### config.mk
export PLATFORM = sky130hd
export DESIGN_NAME = tomasulo_core
export DESIGN_NICKNAME = d
export VERILOG_FILES = /design/src/rtl/isa_pkg.sv /design/src/rtl/rs_pkg.sv /design/src/rtl/apb_issue_port.sv /design/src/rtl/reg_status_file.sv /design/src/rtl/reservation_station.sv /design/src/rtl/alu_unit.sv /design/src/rtl/mul_unit.sv /design/src/rtl/cdb_arbiter.sv /design/src/rtl/tomasulo_core.sv
export SDC_FILE = /design/constraint.sdc
export NUM_CORES = 2
export LEC_CHECK = 0
export BUFFER_PORTS_ARGS = -buffer_cell sky130_fd_sc_hd__buf_2
export CAP_MARGIN = 20
export CORE_MARGIN = 5
export CORE_UTILIZATION = 65
export CTS_CLUSTER_SIZE = 25
export DETAILED_ROUTE_END_ITERATION = 12
export PLACE_DENSITY = 0.84
export SYNTH_ARGS = -nofsm -noshare
export SYNTH_HDL_FRONTEND = slang
export SYNTH_HIERARCHICAL = 1
export SYNTH_SLANG_ARGS = --single-unit
### constraint.sdc
create_clock -name clk2 -period 13.8 [get_ports clk2]
set_input_delay 2.76 -clock clk2 [delete_from_list [all_inputs] [get_ports clk2]]
set_output_delay 2.76 -clock clk2 [all_outputs]
set_load 0.005 [all_outputs]
### src/rtl/isa_pkg.sv
`default_nettype none

package isa_pkg;

  // architectural data word and register index
  typedef logic [15:0] data_t;
  typedef logic [3:0]  reg_idx_t;
  typedef logic [3:0]  func_t;

  // operation codes, anything above FUNC_MULH is rejected at issue
  localparam func_t FUNC_ADD  = 4'd0;
  localparam func_t FUNC_SUB  = 4'd1;
  localparam func_t FUNC_MUL  = 4'd2;
  localparam func_t FUNC_MULH = 4'd3;

  localparam int NUM_REGS = 16;

  // issue word layout inside pwdata
  localparam int FUNC_LSB = 12;
  localparam int RD_LSB   = 8;
  localparam int RS1_LSB  = 4;
  localparam int RS2_LSB  = 0;

  // apb address map
  localparam logic [7:0] ADDR_ISSUE    = 8'h00;
  localparam logic [7:0] ADDR_STATUS   = 8'h04;
  localparam logic [7:0] ADDR_REG_BASE = 8'h40;

endpackage

`default_nettype wire

### src/rtl/rs_pkg.sv
`default_nettype none

package rs_pkg;

  // a tag names one reservation station entry, zero means no producer
  typedef logic [2:0] tag_t;

  localparam tag_t TAG_NONE = 3'd0;

  // adder entries take tags 1..3, multiplier entries take tags 4..6
  localparam tag_t ADD_TAG_BASE = 3'd1;
  localparam tag_t MUL_TAG_BASE = 3'd4;

  localparam int NUM_ADD_RS = 3;
  localparam int NUM_MUL_RS = 3;

endpackage

`default_nettype wire

### src/rtl/apb_issue_port.sv
`timescale 1ns/1ps
`default_nettype none

module apb_issue_port (
  input  logic              clk2,
  input  logic              rst,
  input  logic [7:0]        paddr,
  input  logic              psel,
  input  logic              penable,
  input  logic              pwrite,
  input  logic [31:0]       pwdata,
  output logic [31:0]       prdata,
  output logic              pready,
  output logic              pslverr,
  input  logic              add_full,
  input  logic              mul_full,
  input  rs_pkg::tag_t      add_alloc_tag,
  input  rs_pkg::tag_t      mul_alloc_tag,
  input  isa_pkg::data_t    rs1_value,
  input  rs_pkg::tag_t      rs1_tag,
  input  isa_pkg::data_t    rs2_value,
  input  rs_pkg::tag_t      rs2_tag,
  input  isa_pkg::data_t    reg_rd_value,
  input  rs_pkg::tag_t      reg_rd_tag,
  input  logic              core_busy,
  output logic              add_alloc,
  output logic              mul_alloc,
  output isa_pkg::func_t    alloc_func,
  output isa_pkg::data_t    op_a,
  output isa_pkg::data_t    op_b,
  output rs_pkg::tag_t      tag_a,
  output rs_pkg::tag_t      tag_b,
  output isa_pkg::reg_idx_t rs1_idx,
  output isa_pkg::reg_idx_t rs2_idx,
  output logic              rename_en,
  output isa_pkg::reg_idx_t rename_idx,
  output rs_pkg::tag_t      rename_tag,
  output logic              reg_wr_en,
  output isa_pkg::reg_idx_t reg_wr_idx,
  output isa_pkg::data_t    reg_wr_data,
  output isa_pkg::reg_idx_t reg_rd_idx
);
  import isa_pkg::*;
  import rs_pkg::*;

  logic  access;
  logic  setup;
  logic  is_issue;
  logic  is_status;
  logic  is_reg;
  func_t func;
  logic  func_ok;
  logic  is_mul;
  logic  issue_wr;
  logic  stall;
  logic  reg_pending;
  logic  rd_err_q;
  logic  wr_err;
  logic  op_err;

  // apb phases
  assign setup  = psel && !penable;
  assign access = psel && penable;

  // address decode, registers sit at base + 4 * index
  assign is_issue  = (paddr == ADDR_ISSUE);
  assign is_status = (paddr == ADDR_STATUS);
  assign is_reg    = (paddr[7:6] == ADDR_REG_BASE[7:6]) && (paddr[1:0] == 2'b00);

  // issue word fields
  assign func    = pwdata[FUNC_LSB +: $bits(func_t)];
  assign rs1_idx = pwdata[RS1_LSB +: $bits(reg_idx_t)];
  assign rs2_idx = pwdata[RS2_LSB +: $bits(reg_idx_t)];
  assign func_ok = (func <= FUNC_MULH);
  // mul and mulh go to the multiplier station
  assign is_mul  = (func == FUNC_MUL) || (func == FUNC_MULH);

  assign issue_wr = access && pwrite && is_issue;
  // back-pressure while the chosen station has no free entry
  assign stall    = issue_wr && func_ok && (is_mul ? mul_full : add_full);
  assign pready   = !stall;

  assign reg_rd_idx  = paddr[5:2];
  assign reg_pending = (reg_rd_tag != TAG_NONE);

  // error cases, each one blocks the access
  assign op_err  = issue_wr && !func_ok;
  assign wr_err  = access && pwrite && is_reg && reg_pending;
  assign pslverr = access && pready && (op_err || wr_err || (!pwrite && rd_err_q));

  // allocation in the completing cycle only
  assign add_alloc  = issue_wr && func_ok && !is_mul && !add_full;
  assign mul_alloc  = issue_wr && func_ok && is_mul && !mul_full;
  assign alloc_func = func;
  assign op_a       = rs1_value;
  assign op_b       = rs2_value;
  assign tag_a      = rs1_tag;
  assign tag_b      = rs2_tag;

  // destination takes the tag of the entry just allocated
  assign rename_en  = add_alloc || mul_alloc;
  assign rename_idx = pwdata[RD_LSB +: $bits(reg_idx_t)];
  assign rename_tag = is_mul ? mul_alloc_tag : add_alloc_tag;

  // direct register write, only when nothing is pending on it
  assign reg_wr_en   = access && pwrite && is_reg && !reg_pending;
  assign reg_wr_idx  = paddr[5:2];
  assign reg_wr_data = pwdata[$bits(data_t)-1:0];

  // read data and the pending flag are sampled together in the setup phase
  // so the access phase sees one consistent snapshot
  always_ff @(posedge clk2)
  begin
    if (rst)
    begin
      prdata   <= '0;
      rd_err_q <= 1'b0;
    end
    else if (setup)
    begin
      rd_err_q <= !pwrite && is_reg && reg_pending;
      if (pwrite)
        prdata <= '0;
      else if (is_status)
        prdata <= {31'd0, core_busy};
      else if (is_reg)
        prdata <= {{(32-$bits(data_t)){1'b0}}, reg_rd_value};
      else
        prdata <= '0;
    end
  end

endmodule

`default_nettype wire

### src/rtl/reg_status_file.sv
`timescale 1ns/1ps
`default_nettype none

module reg_status_file (
  input  logic              clk2,
  input  logic              rst,
  input  isa_pkg::reg_idx_t rs1_idx,
  input  isa_pkg::reg_idx_t rs2_idx,
  input  logic              rename_en,
  input  isa_pkg::reg_idx_t rename_idx,
  input  rs_pkg::tag_t      rename_tag,
  input  logic              reg_wr_en,
  input  isa_pkg::reg_idx_t reg_wr_idx,
  input  isa_pkg::data_t    reg_wr_data,
  input  isa_pkg::reg_idx_t reg_rd_idx,
  input  logic              cdb_valid,
  input  rs_pkg::tag_t      cdb_tag,
  input  isa_pkg::data_t    cdb_value,
  output isa_pkg::data_t    rs1_value,
  output rs_pkg::tag_t      rs1_tag,
  output isa_pkg::data_t    rs2_value,
  output rs_pkg::tag_t      rs2_tag,
  output isa_pkg::data_t    reg_rd_value,
  output rs_pkg::tag_t      reg_rd_tag
);
  import isa_pkg::*;
  import rs_pkg::*;

  // value and producer tag per architectural register
  data_t values [NUM_REGS];
  tag_t  tags   [NUM_REGS];

  logic  hit1;
  logic  hit2;

  // true when the producer of this register broadcasts right now
  function automatic logic cdb_hit(input tag_t t);
    return cdb_valid && (t != TAG_NONE) && (t == cdb_tag);
  endfunction

  // operand lookup, a same-cycle broadcast is forwarded as a present value
  assign hit1      = cdb_hit(tags[rs1_idx]);
  assign hit2      = cdb_hit(tags[rs2_idx]);
  assign rs1_value = hit1 ? cdb_value : values[rs1_idx];
  assign rs1_tag   = hit1 ? TAG_NONE : tags[rs1_idx];
  assign rs2_value = hit2 ? cdb_value : values[rs2_idx];
  assign rs2_tag   = hit2 ? TAG_NONE : tags[rs2_idx];

  // host port, no bypass because the host reads only when idle
  assign reg_rd_value = values[reg_rd_idx];
  assign reg_rd_tag   = tags[reg_rd_idx];

  always_ff @(posedge clk2)
  begin
    if (rst)
    begin
      for (int i = 0; i < NUM_REGS; i++)
      begin
        values[i] <= '0;
        tags[i]   <= TAG_NONE;
      end
    end
    else
    begin
      for (int i = 0; i < NUM_REGS; i++)
      begin
        // writeback only if this register still waits for that tag
        if (cdb_hit(tags[i]))
        begin
          values[i] <= cdb_value;
          tags[i]   <= TAG_NONE;
        end
        // host write, port already checked the tag is clear
        if (reg_wr_en && (reg_wr_idx == reg_idx_t'(i)))
          values[i] <= reg_wr_data;
        // rename is last so it wins over a same-cycle writeback
        if (rename_en && (rename_idx == reg_idx_t'(i)))
          tags[i] <= rename_tag;
      end
    end
  end

endmodule

`default_nettype wire

### src/rtl/reservation_station.sv
`timescale 1ns/1ps
`default_nettype none

module reservation_station #(
  parameter int           NUM_ENTRIES = rs_pkg::NUM_ADD_RS,
  parameter rs_pkg::tag_t TAG_BASE    = rs_pkg::ADD_TAG_BASE
) (
  input  logic           clk2,
  input  logic           rst,
  input  logic           alloc,
  input  isa_pkg::func_t alloc_func,
  input  isa_pkg::data_t op_a,
  input  isa_pkg::data_t op_b,
  input  rs_pkg::tag_t   tag_a,
  input  rs_pkg::tag_t   tag_b,
  input  logic           cdb_valid,
  input  rs_pkg::tag_t   cdb_tag,
  input  isa_pkg::data_t cdb_value,
  input  logic           unit_ready,
  output logic           full,
  output rs_pkg::tag_t   alloc_tag,
  output logic           issue_valid,
  output isa_pkg::func_t issue_func,
  output isa_pkg::data_t issue_a,
  output isa_pkg::data_t issue_b,
  output rs_pkg::tag_t   issue_tag,
  output logic           not_empty
);
  import isa_pkg::*;
  import rs_pkg::*;

  localparam int IDX_W = (NUM_ENTRIES > 1) ? $clog2(NUM_ENTRIES) : 1;

  // control per entry
  logic [NUM_ENTRIES-1:0] busy;
  logic [NUM_ENTRIES-1:0] issued;
  logic [NUM_ENTRIES-1:0] ready;

  // payload per entry, a slot holds a value once its tag is TAG_NONE
  func_t ent_func  [NUM_ENTRIES];
  data_t ent_a_val [NUM_ENTRIES];
  data_t ent_b_val [NUM_ENTRIES];
  tag_t  ent_a_tag [NUM_ENTRIES];
  tag_t  ent_b_tag [NUM_ENTRIES];

  logic [IDX_W-1:0] free_idx;
  logic [IDX_W-1:0] sel_idx;
  logic             do_alloc;
  logic             do_issue;

  function automatic tag_t entry_tag(input int idx);
    return TAG_BASE + tag_t'(idx);
  endfunction

  // downward scans leave the lowest index selected
  always_comb
  begin
    free_idx = '0;
    sel_idx  = '0;
    for (int i = NUM_ENTRIES - 1; i >= 0; i--)
    begin
      ready[i] = busy[i] && !issued[i] && (ent_a_tag[i] == TAG_NONE) &&
                 (ent_b_tag[i] == TAG_NONE);
      if (!busy[i])
        free_idx = IDX_W'(i);
      if (ready[i])
        sel_idx = IDX_W'(i);
    end
  end

  assign full      = &busy;
  assign not_empty = |busy;
  assign alloc_tag = entry_tag(int'(free_idx));
  assign do_alloc  = alloc && !full;

  // dispatch port
  assign issue_valid = |ready;
  assign issue_func  = ent_func[sel_idx];
  assign issue_a     = ent_a_val[sel_idx];
  assign issue_b     = ent_b_val[sel_idx];
  assign issue_tag   = entry_tag(int'(sel_idx));
  assign do_issue    = issue_valid && unit_ready;

  // an entry stays allocated until its own tag is broadcast,
  // so its tag cannot be handed out again while the result is in flight
  always_ff @(posedge clk2)
  begin
    if (rst)
    begin
      busy   <= '0;
      issued <= '0;
    end
    else
    begin
      for (int i = 0; i < NUM_ENTRIES; i++)
      begin
        if (busy[i] && issued[i] && cdb_valid && (cdb_tag == entry_tag(i)))
        begin
          busy[i]   <= 1'b0;
          issued[i] <= 1'b0;
        end
        if (do_issue && (sel_idx == IDX_W'(i)))
          issued[i] <= 1'b1;
        if (do_alloc && (free_idx == IDX_W'(i)))
        begin
          busy[i]   <= 1'b1;
          issued[i] <= 1'b0;
        end
      end
    end
  end

  // operand capture, from the cdb by tag or from the issue port
  always_ff @(posedge clk2)
  begin
    for (int i = 0; i < NUM_ENTRIES; i++)
    begin
      if (cdb_valid && (ent_a_tag[i] == cdb_tag))
      begin
        ent_a_val[i] <= cdb_value;
        ent_a_tag[i] <= TAG_NONE;
      end
      if (cdb_valid && (ent_b_tag[i] == cdb_tag))
      begin
        ent_b_val[i] <= cdb_value;
        ent_b_tag[i] <= TAG_NONE;
      end
      if (do_alloc && (free_idx == IDX_W'(i)))
      begin
        ent_func[i]  <= alloc_func;
        ent_a_val[i] <= op_a;
        ent_b_val[i] <= op_b;
        ent_a_tag[i] <= tag_a;
        ent_b_tag[i] <= tag_b;
      end
    end
  end

endmodule

`default_nettype wire

### src/rtl/alu_unit.sv
`timescale 1ns/1ps
`default_nettype none

module alu_unit (
  input  logic           clk2,
  input  logic           rst,
  input  logic           issue_valid,
  input  isa_pkg::func_t issue_func,
  input  isa_pkg::data_t issue_a,
  input  isa_pkg::data_t issue_b,
  input  rs_pkg::tag_t   issue_tag,
  input  logic           cdb_gnt,
  output logic           unit_ready,
  output logic           cdb_req,
  output rs_pkg::tag_t   req_tag,
  output isa_pkg::data_t req_value
);
  import isa_pkg::*;

  logic hold_valid;
  logic accept;

  // the holding register frees up in the cycle it is granted
  assign unit_ready = !hold_valid || cdb_gnt;
  assign accept     = issue_valid && unit_ready;
  assign cdb_req    = hold_valid;

  always_ff @(posedge clk2)
  begin
    if (rst)
      hold_valid <= 1'b0;
    else if (accept)
      hold_valid <= 1'b1;
    else if (cdb_gnt)
      hold_valid <= 1'b0;
  end

  // only add and sub reach this unit
  always_ff @(posedge clk2)
  begin
    if (accept)
    begin
      req_tag   <= issue_tag;
      req_value <= (issue_func == FUNC_SUB) ? issue_a - issue_b : issue_a + issue_b;
    end
  end

endmodule

`default_nettype wire

### src/rtl/mul_unit.sv
`timescale 1ns/1ps
`default_nettype none

module mul_unit (
  input  logic           clk2,
  input  logic           rst,
  input  logic           issue_valid,
  input  isa_pkg::func_t issue_func,
  input  isa_pkg::data_t issue_a,
  input  isa_pkg::data_t issue_b,
  input  rs_pkg::tag_t   issue_tag,
  input  logic           cdb_gnt,
  output logic           unit_ready,
  output logic           cdb_req,
  output rs_pkg::tag_t   req_tag,
  output isa_pkg::data_t req_value
);
  import isa_pkg::*;
  import rs_pkg::*;

  localparam int DW = $bits(data_t);

  // stage one and two carry the full product and the high-half select
  logic          s1_valid;
  logic          s2_valid;
  logic          s3_valid;
  tag_t          s1_tag;
  tag_t          s2_tag;
  logic          s1_high;
  logic          s2_high;
  logic [2*DW-1:0] s1_prod;
  logic [2*DW-1:0] s2_prod;
  logic          advance;

  // the whole pipe moves only when the last stage drains
  assign advance    = !s3_valid || cdb_gnt;
  assign unit_ready = advance;
  assign cdb_req    = s3_valid;

  always_ff @(posedge clk2)
  begin
    if (rst)
    begin
      s1_valid <= 1'b0;
      s2_valid <= 1'b0;
      s3_valid <= 1'b0;
    end
    else if (advance)
    begin
      s1_valid <= issue_valid;
      s2_valid <= s1_valid;
      s3_valid <= s2_valid;
    end
  end

  always_ff @(posedge clk2)
  begin
    if (advance)
    begin
      // unsigned product, mulh keeps the upper half
      s1_prod   <= issue_a * issue_b;
      s1_high   <= (issue_func == FUNC_MULH);
      s1_tag    <= issue_tag;
      s2_prod   <= s1_prod;
      s2_high   <= s1_high;
      s2_tag    <= s1_tag;
      req_value <= s2_high ? s2_prod[2*DW-1:DW] : s2_prod[DW-1:0];
      req_tag   <= s2_tag;
    end
  end

endmodule

`default_nettype wire

### src/rtl/cdb_arbiter.sv
`timescale 1ns/1ps
`default_nettype none

module cdb_arbiter (
  input  logic           clk2,
  input  logic           rst,
  input  logic           alu_req,
  input  rs_pkg::tag_t   alu_tag,
  input  isa_pkg::data_t alu_value,
  input  logic           mul_req,
  input  rs_pkg::tag_t   mul_tag,
  input  isa_pkg::data_t mul_value,
  output logic           alu_gnt,
  output logic           mul_gnt,
  output logic           cdb_valid,
  output rs_pkg::tag_t   cdb_tag,
  output isa_pkg::data_t cdb_value
);

  // set when the multiplier took the bus last
  logic last_mul;

  // on contention the unit that lost last time goes first
  assign mul_gnt = mul_req && (!alu_req || !last_mul);
  assign alu_gnt = alu_req && !mul_gnt;

  assign cdb_valid = alu_req || mul_req;
  assign cdb_tag   = mul_gnt ? mul_tag : alu_tag;
  assign cdb_value = mul_gnt ? mul_value : alu_value;

  always_ff @(posedge clk2)
  begin
    if (rst)
      last_mul <= 1'b0;
    else if (cdb_valid)
      last_mul <= mul_gnt;
  end

endmodule

`default_nettype wire

### src/rtl/tomasulo_core.sv
`timescale 1ns/1ps
`default_nettype none

module tomasulo_core (
  input  logic        clk2,
  input  logic        rst,
  input  logic [7:0]  paddr,
  input  logic        psel,
  input  logic        penable,
  input  logic        pwrite,
  input  logic [31:0] pwdata,
  output logic [31:0] prdata,
  output logic        pready,
  output logic        pslverr
);
  import isa_pkg::*;
  import rs_pkg::*;

  // issue path
  logic     add_alloc;
  logic     mul_alloc;
  func_t    alloc_func;
  data_t    op_a;
  data_t    op_b;
  tag_t     tag_a;
  tag_t     tag_b;
  logic     add_full;
  logic     mul_full;
  tag_t     add_alloc_tag;
  tag_t     mul_alloc_tag;

  // register file lookups and updates
  reg_idx_t rs1_idx;
  reg_idx_t rs2_idx;
  data_t    rs1_value;
  data_t    rs2_value;
  tag_t     rs1_tag;
  tag_t     rs2_tag;
  logic     rename_en;
  reg_idx_t rename_idx;
  tag_t     rename_tag;
  logic     reg_wr_en;
  reg_idx_t reg_wr_idx;
  data_t    reg_wr_data;
  reg_idx_t reg_rd_idx;
  data_t    reg_rd_value;
  tag_t     reg_rd_tag;

  // dispatch, station to unit
  logic     add_issue_valid;
  func_t    add_issue_func;
  data_t    add_issue_a;
  data_t    add_issue_b;
  tag_t     add_issue_tag;
  logic     alu_ready;
  logic     add_not_empty;
  logic     mul_issue_valid;
  func_t    mul_issue_func;
  data_t    mul_issue_a;
  data_t    mul_issue_b;
  tag_t     mul_issue_tag;
  logic     mul_ready;
  logic     mul_not_empty;

  // result bus
  logic     alu_req;
  logic     alu_gnt;
  tag_t     alu_tag;
  data_t    alu_value;
  logic     mul_req;
  logic     mul_gnt;
  tag_t     mul_tag;
  data_t    mul_value;
  logic     cdb_valid;
  tag_t     cdb_tag;
  data_t    cdb_value;
  logic     core_busy;

  // idle means no entry held and no result waiting for the bus
  assign core_busy = add_not_empty || mul_not_empty || alu_req || mul_req;

  apb_issue_port u_apb (
    .clk2, .rst, .paddr, .psel, .penable, .pwrite, .pwdata, .prdata, .pready, .pslverr,
    .add_full, .mul_full, .add_alloc_tag, .mul_alloc_tag,
    .rs1_value, .rs1_tag, .rs2_value, .rs2_tag, .reg_rd_value, .reg_rd_tag, .core_busy,
    .add_alloc, .mul_alloc, .alloc_func, .op_a, .op_b, .tag_a, .tag_b,
    .rs1_idx, .rs2_idx, .rename_en, .rename_idx, .rename_tag,
    .reg_wr_en, .reg_wr_idx, .reg_wr_data, .reg_rd_idx
  );

  reg_status_file u_regs (
    .clk2, .rst, .rs1_idx, .rs2_idx, .rename_en, .rename_idx, .rename_tag,
    .reg_wr_en, .reg_wr_idx, .reg_wr_data, .reg_rd_idx,
    .cdb_valid, .cdb_tag, .cdb_value,
    .rs1_value, .rs1_tag, .rs2_value, .rs2_tag, .reg_rd_value, .reg_rd_tag
  );

  reservation_station #(.NUM_ENTRIES(NUM_ADD_RS), .TAG_BASE(ADD_TAG_BASE)) add_rs (
    .clk2, .rst, .alloc(add_alloc), .alloc_func, .op_a, .op_b, .tag_a, .tag_b,
    .cdb_valid, .cdb_tag, .cdb_value, .unit_ready(alu_ready),
    .full(add_full), .alloc_tag(add_alloc_tag), .issue_valid(add_issue_valid),
    .issue_func(add_issue_func), .issue_a(add_issue_a), .issue_b(add_issue_b),
    .issue_tag(add_issue_tag), .not_empty(add_not_empty)
  );

  reservation_station #(.NUM_ENTRIES(NUM_MUL_RS), .TAG_BASE(MUL_TAG_BASE)) mul_rs (
    .clk2, .rst, .alloc(mul_alloc), .alloc_func, .op_a, .op_b, .tag_a, .tag_b,
    .cdb_valid, .cdb_tag, .cdb_value, .unit_ready(mul_ready),
    .full(mul_full), .alloc_tag(mul_alloc_tag), .issue_valid(mul_issue_valid),
    .issue_func(mul_issue_func), .issue_a(mul_issue_a), .issue_b(mul_issue_b),
    .issue_tag(mul_issue_tag), .not_empty(mul_not_empty)
  );

  alu_unit u_alu (
    .clk2, .rst, .issue_valid(add_issue_valid), .issue_func(add_issue_func),
    .issue_a(add_issue_a), .issue_b(add_issue_b), .issue_tag(add_issue_tag),
    .cdb_gnt(alu_gnt), .unit_ready(alu_ready), .cdb_req(alu_req),
    .req_tag(alu_tag), .req_value(alu_value)
  );

  mul_unit u_mul (
    .clk2, .rst, .issue_valid(mul_issue_valid), .issue_func(mul_issue_func),
    .issue_a(mul_issue_a), .issue_b(mul_issue_b), .issue_tag(mul_issue_tag),
    .cdb_gnt(mul_gnt), .unit_ready(mul_ready), .cdb_req(mul_req),
    .req_tag(mul_tag), .req_value(mul_value)
  );

  cdb_arbiter u_arb (
    .clk2, .rst, .alu_req, .alu_tag, .alu_value, .mul_req, .mul_tag, .mul_value,
    .alu_gnt, .mul_gnt, .cdb_valid, .cdb_tag, .cdb_value
  );

endmodule

`default_nettype wire

==> metrics <==
Vias/cell=6.94; hold-critical path endpoint=u_mul/s2_prod[31]; Mapped Area=49,200 sq um; arrival time at the worst endpoint=9.29 ns; Layout area overhead=5.12%; count leader, synth=nand2_1; clock sinks=700; DRC Markers=0; worst r2r dst=u_mul/s1_prod[30]; CP Max Fanout=36; Cell Pwr Density=92.9 nW/um^2; All-Layer GR Usage=32.7%; R2R Setup Slk=4.87 ns; clk buf depth=3; Nets=4,458; maximum clock frequency=112 MHz; startpoint types=register; TritonCTS clock tree=done; Hold Crit Class=register to register; core region area=75,600 sq um; post-route ant nets=0; fin crit period=8.93 ns; final core occ=68.5%; root buffer cell=clkbuf_16; Ys Warns=6; DR vias=35,600; Clk pin slew, worst setup/hold paths=0.06 ns; Iter 0 DRT Violations=5,157; postcts setup bufs=0; fin crit share=64.7%; largest net degree at the start of global routing=92; CP most frequent cell=fa_1; top post-synthesis cells by count=nand2_1, edfxtp_1, inv_1, mux4_2, and2_1; Synth top area share=40.6%; slowest stage cell, crit path=a221o_1; total routed wirelength=135,000 microns; post-synth cell types=101; most frequently used flop master after synthesis=edfxtp_1; status=finished, final reports clean; Worst Tran Pin Value=1.27 ns; hold path cells=0; Worst Reg-to-Reg Cells=23; total grt overflow=0; VDD IR-drop max=0.119 mV; CTS Hold Bufs=0; Hold WS=0.418 ns; RSZ-0062 raised after global routing=false; Post-Place Cells=4,992; Critical Path RT=14.16 ns; total negative slack=0 ns; Starting Density=65.1%; reg2reg start=mul_rs/busy[0]; Seq/Total Area, Yosys=42.0%; Post-Layout Cell Count=5,134; Setup violations, final=0; design area=51,800 sq um; Crit Path Class=register to register; DR pass1 iterations=6; DIE WIDTH=285 microns; IO Port Bufs=46; HPWL after detailed placement=89,500 microns; final setup skew=0.0291 ns; Num CTS Buffers=76; Placed Area=49,200 sq um; Leak=20.4 nW; Syn Inst Count=4,325; layout cells sized above 1=15.5%; Slew Viols, Final=0; CP cell instances=nor4b_1, and2_1, o21bai_2, buf_4, a221o_1, nand2_1, fa_1, inv_1, fa_1, fa_1, fa_1, fa_1, inv_1, fa_1, inv_1, ha_1, a21o_1, a21o_1, a21o_1, a2111o_1, a221o_1, o211a_1, a2111o_1; max-cap violations=0; GPL Wtd Cong=0.921; Post-CTS Resized=0; Synth area leaders=edfxtp_1, mux4_2, fa_1; Relative slew margins=15.0%; Die Span Y=285 microns; initial antenna violation count=2; Hold Startpoint=u_mul/s1_prod[31]; Syn Area/Cell=11.4 sq um; H-tree levels=3; Clock Latency Late Sink=0.64 ns; Avg WL per Cell=26.4 microns; CP Capture Type=register; post-synthesis async set-or-reset flop share=0%; register bit total from synthesis=700; DIE AREA=81,300 sq um; first-pass GRT wire length=206,000 microns; vias in the first global route=36,000; row count=101; final count of hold timing violations=0; I/O Pins=79; EDFF count, synth=666; Critical Path Max Stage Delay=0.87 ns; largest area contributor in the netlist=edfxtp_1
[registers in the layout (all words and copies together) (netlist names), 32 cells and up]
register,flops
u_regs/values,256
add_rs/ent_a_val,48
add_rs/ent_b_val,48
mul_rs/ent_a_val,48
mul_rs/ent_b_val,48
u_regs/tags,48
u_mul/s1_prod,32
u_mul/s2_prod,32
[placed cells by master (no fill, tap or decap), types with 79 or more instances in the layout]
cell type and instances:
fa_1 195, clkbuf_16 79, a22o_1 161, nand2_1 879
mux2_2 107, nor2_1 121, inv_1 248, xnor2_1 101
mux4_2 241, edfxtp_1 666, a21oi_1 172, ha_1 120
and2_1 239
[worst max-delay path by stage]
stage,startpoint,cells past startpoint,to
4_1_cts,mul_rs/busy[0],24,u_mul/s1_prod[24]
6_report,mul_rs/busy[0],23,u_mul/s1_prod[30]
3_3_place_gp,mul_rs/ent_a_tag[0][2],23,u_mul/s1_prod[30]
5_1_grt,mul_rs/busy[0],24,u_mul/s1_prod[24]
2_1_floorplan,paddr[2],9,pslverr
3_5_place_dp,mul_rs/ent_a_tag[2][2],22,u_mul/s1_prod[30]
[where the power goes]
part / switching [mW] / leakage (nW) / internal [mW]
logic: 0.223 / 12.4 / 0.152
registers: 0.0327 / 6.80 / 2.34
clock network: 0.842 / 1.20 / 1.22
[through the flow]
stage	power (mW)	worst slack [ns]
after floorplan	2.69	5.40
after global placement	2.76	5.21
after detailed placement	2.78	5.11
after CTS	4.79	4.96
after global routing	4.92	4.59
final	4.81	4.87
[worst max-delay path, delay by kind of cell (launching register included)]
| family | cells | cell delay [ns] |
|---|---|---|
| AOI/OAI and AO/OA | 9 | 3.02 |
| buffers and inverters | 4 | 0.58 |
| and+or+nand+nor | 3 | 1.21 |
| adders and majority gates | 7 | 3.36 |
| DFF | 1 | 0.46 |
[per-layer routing]
layer / vias to the layer above / track usage [%] / part of all wire (%)
met2: 2739 / 54.5 / 49
met4: 0 / 18.2 / 6.3
met5: - / 0 / 0
met1: 17400 / 39.7 / 33
met3: 610 / 7.57 / 12
li1: 14900 / - / -
[area by class of cell]
cell class | count | area [sq um]
Clock buffer | 97 | 2050
Inverter | 251 | 942
Multi-Input combinational cell | 2968 | 25700
Antenna cell | 1 | 2.50
Fill cell | 5030 | 23800
Timing Repair Buffer | 101 | 756
Tap cell | 978 | 1220
Clock inverter | 38 | 404
Sequential cell | 700 | 20700
[cell families after synthesis]
logic type	share of synthesized area, %
AOI/OAI and AO/OA	8.92
xor gates and xnor gates	2.22
and+or+nand+nor	14.1
DFF	42.0
muxes	15.5
buffers and inverters	6.21
other	0.0229
adders and majority gates	11.0
Power figures use the tool's default switching activity.
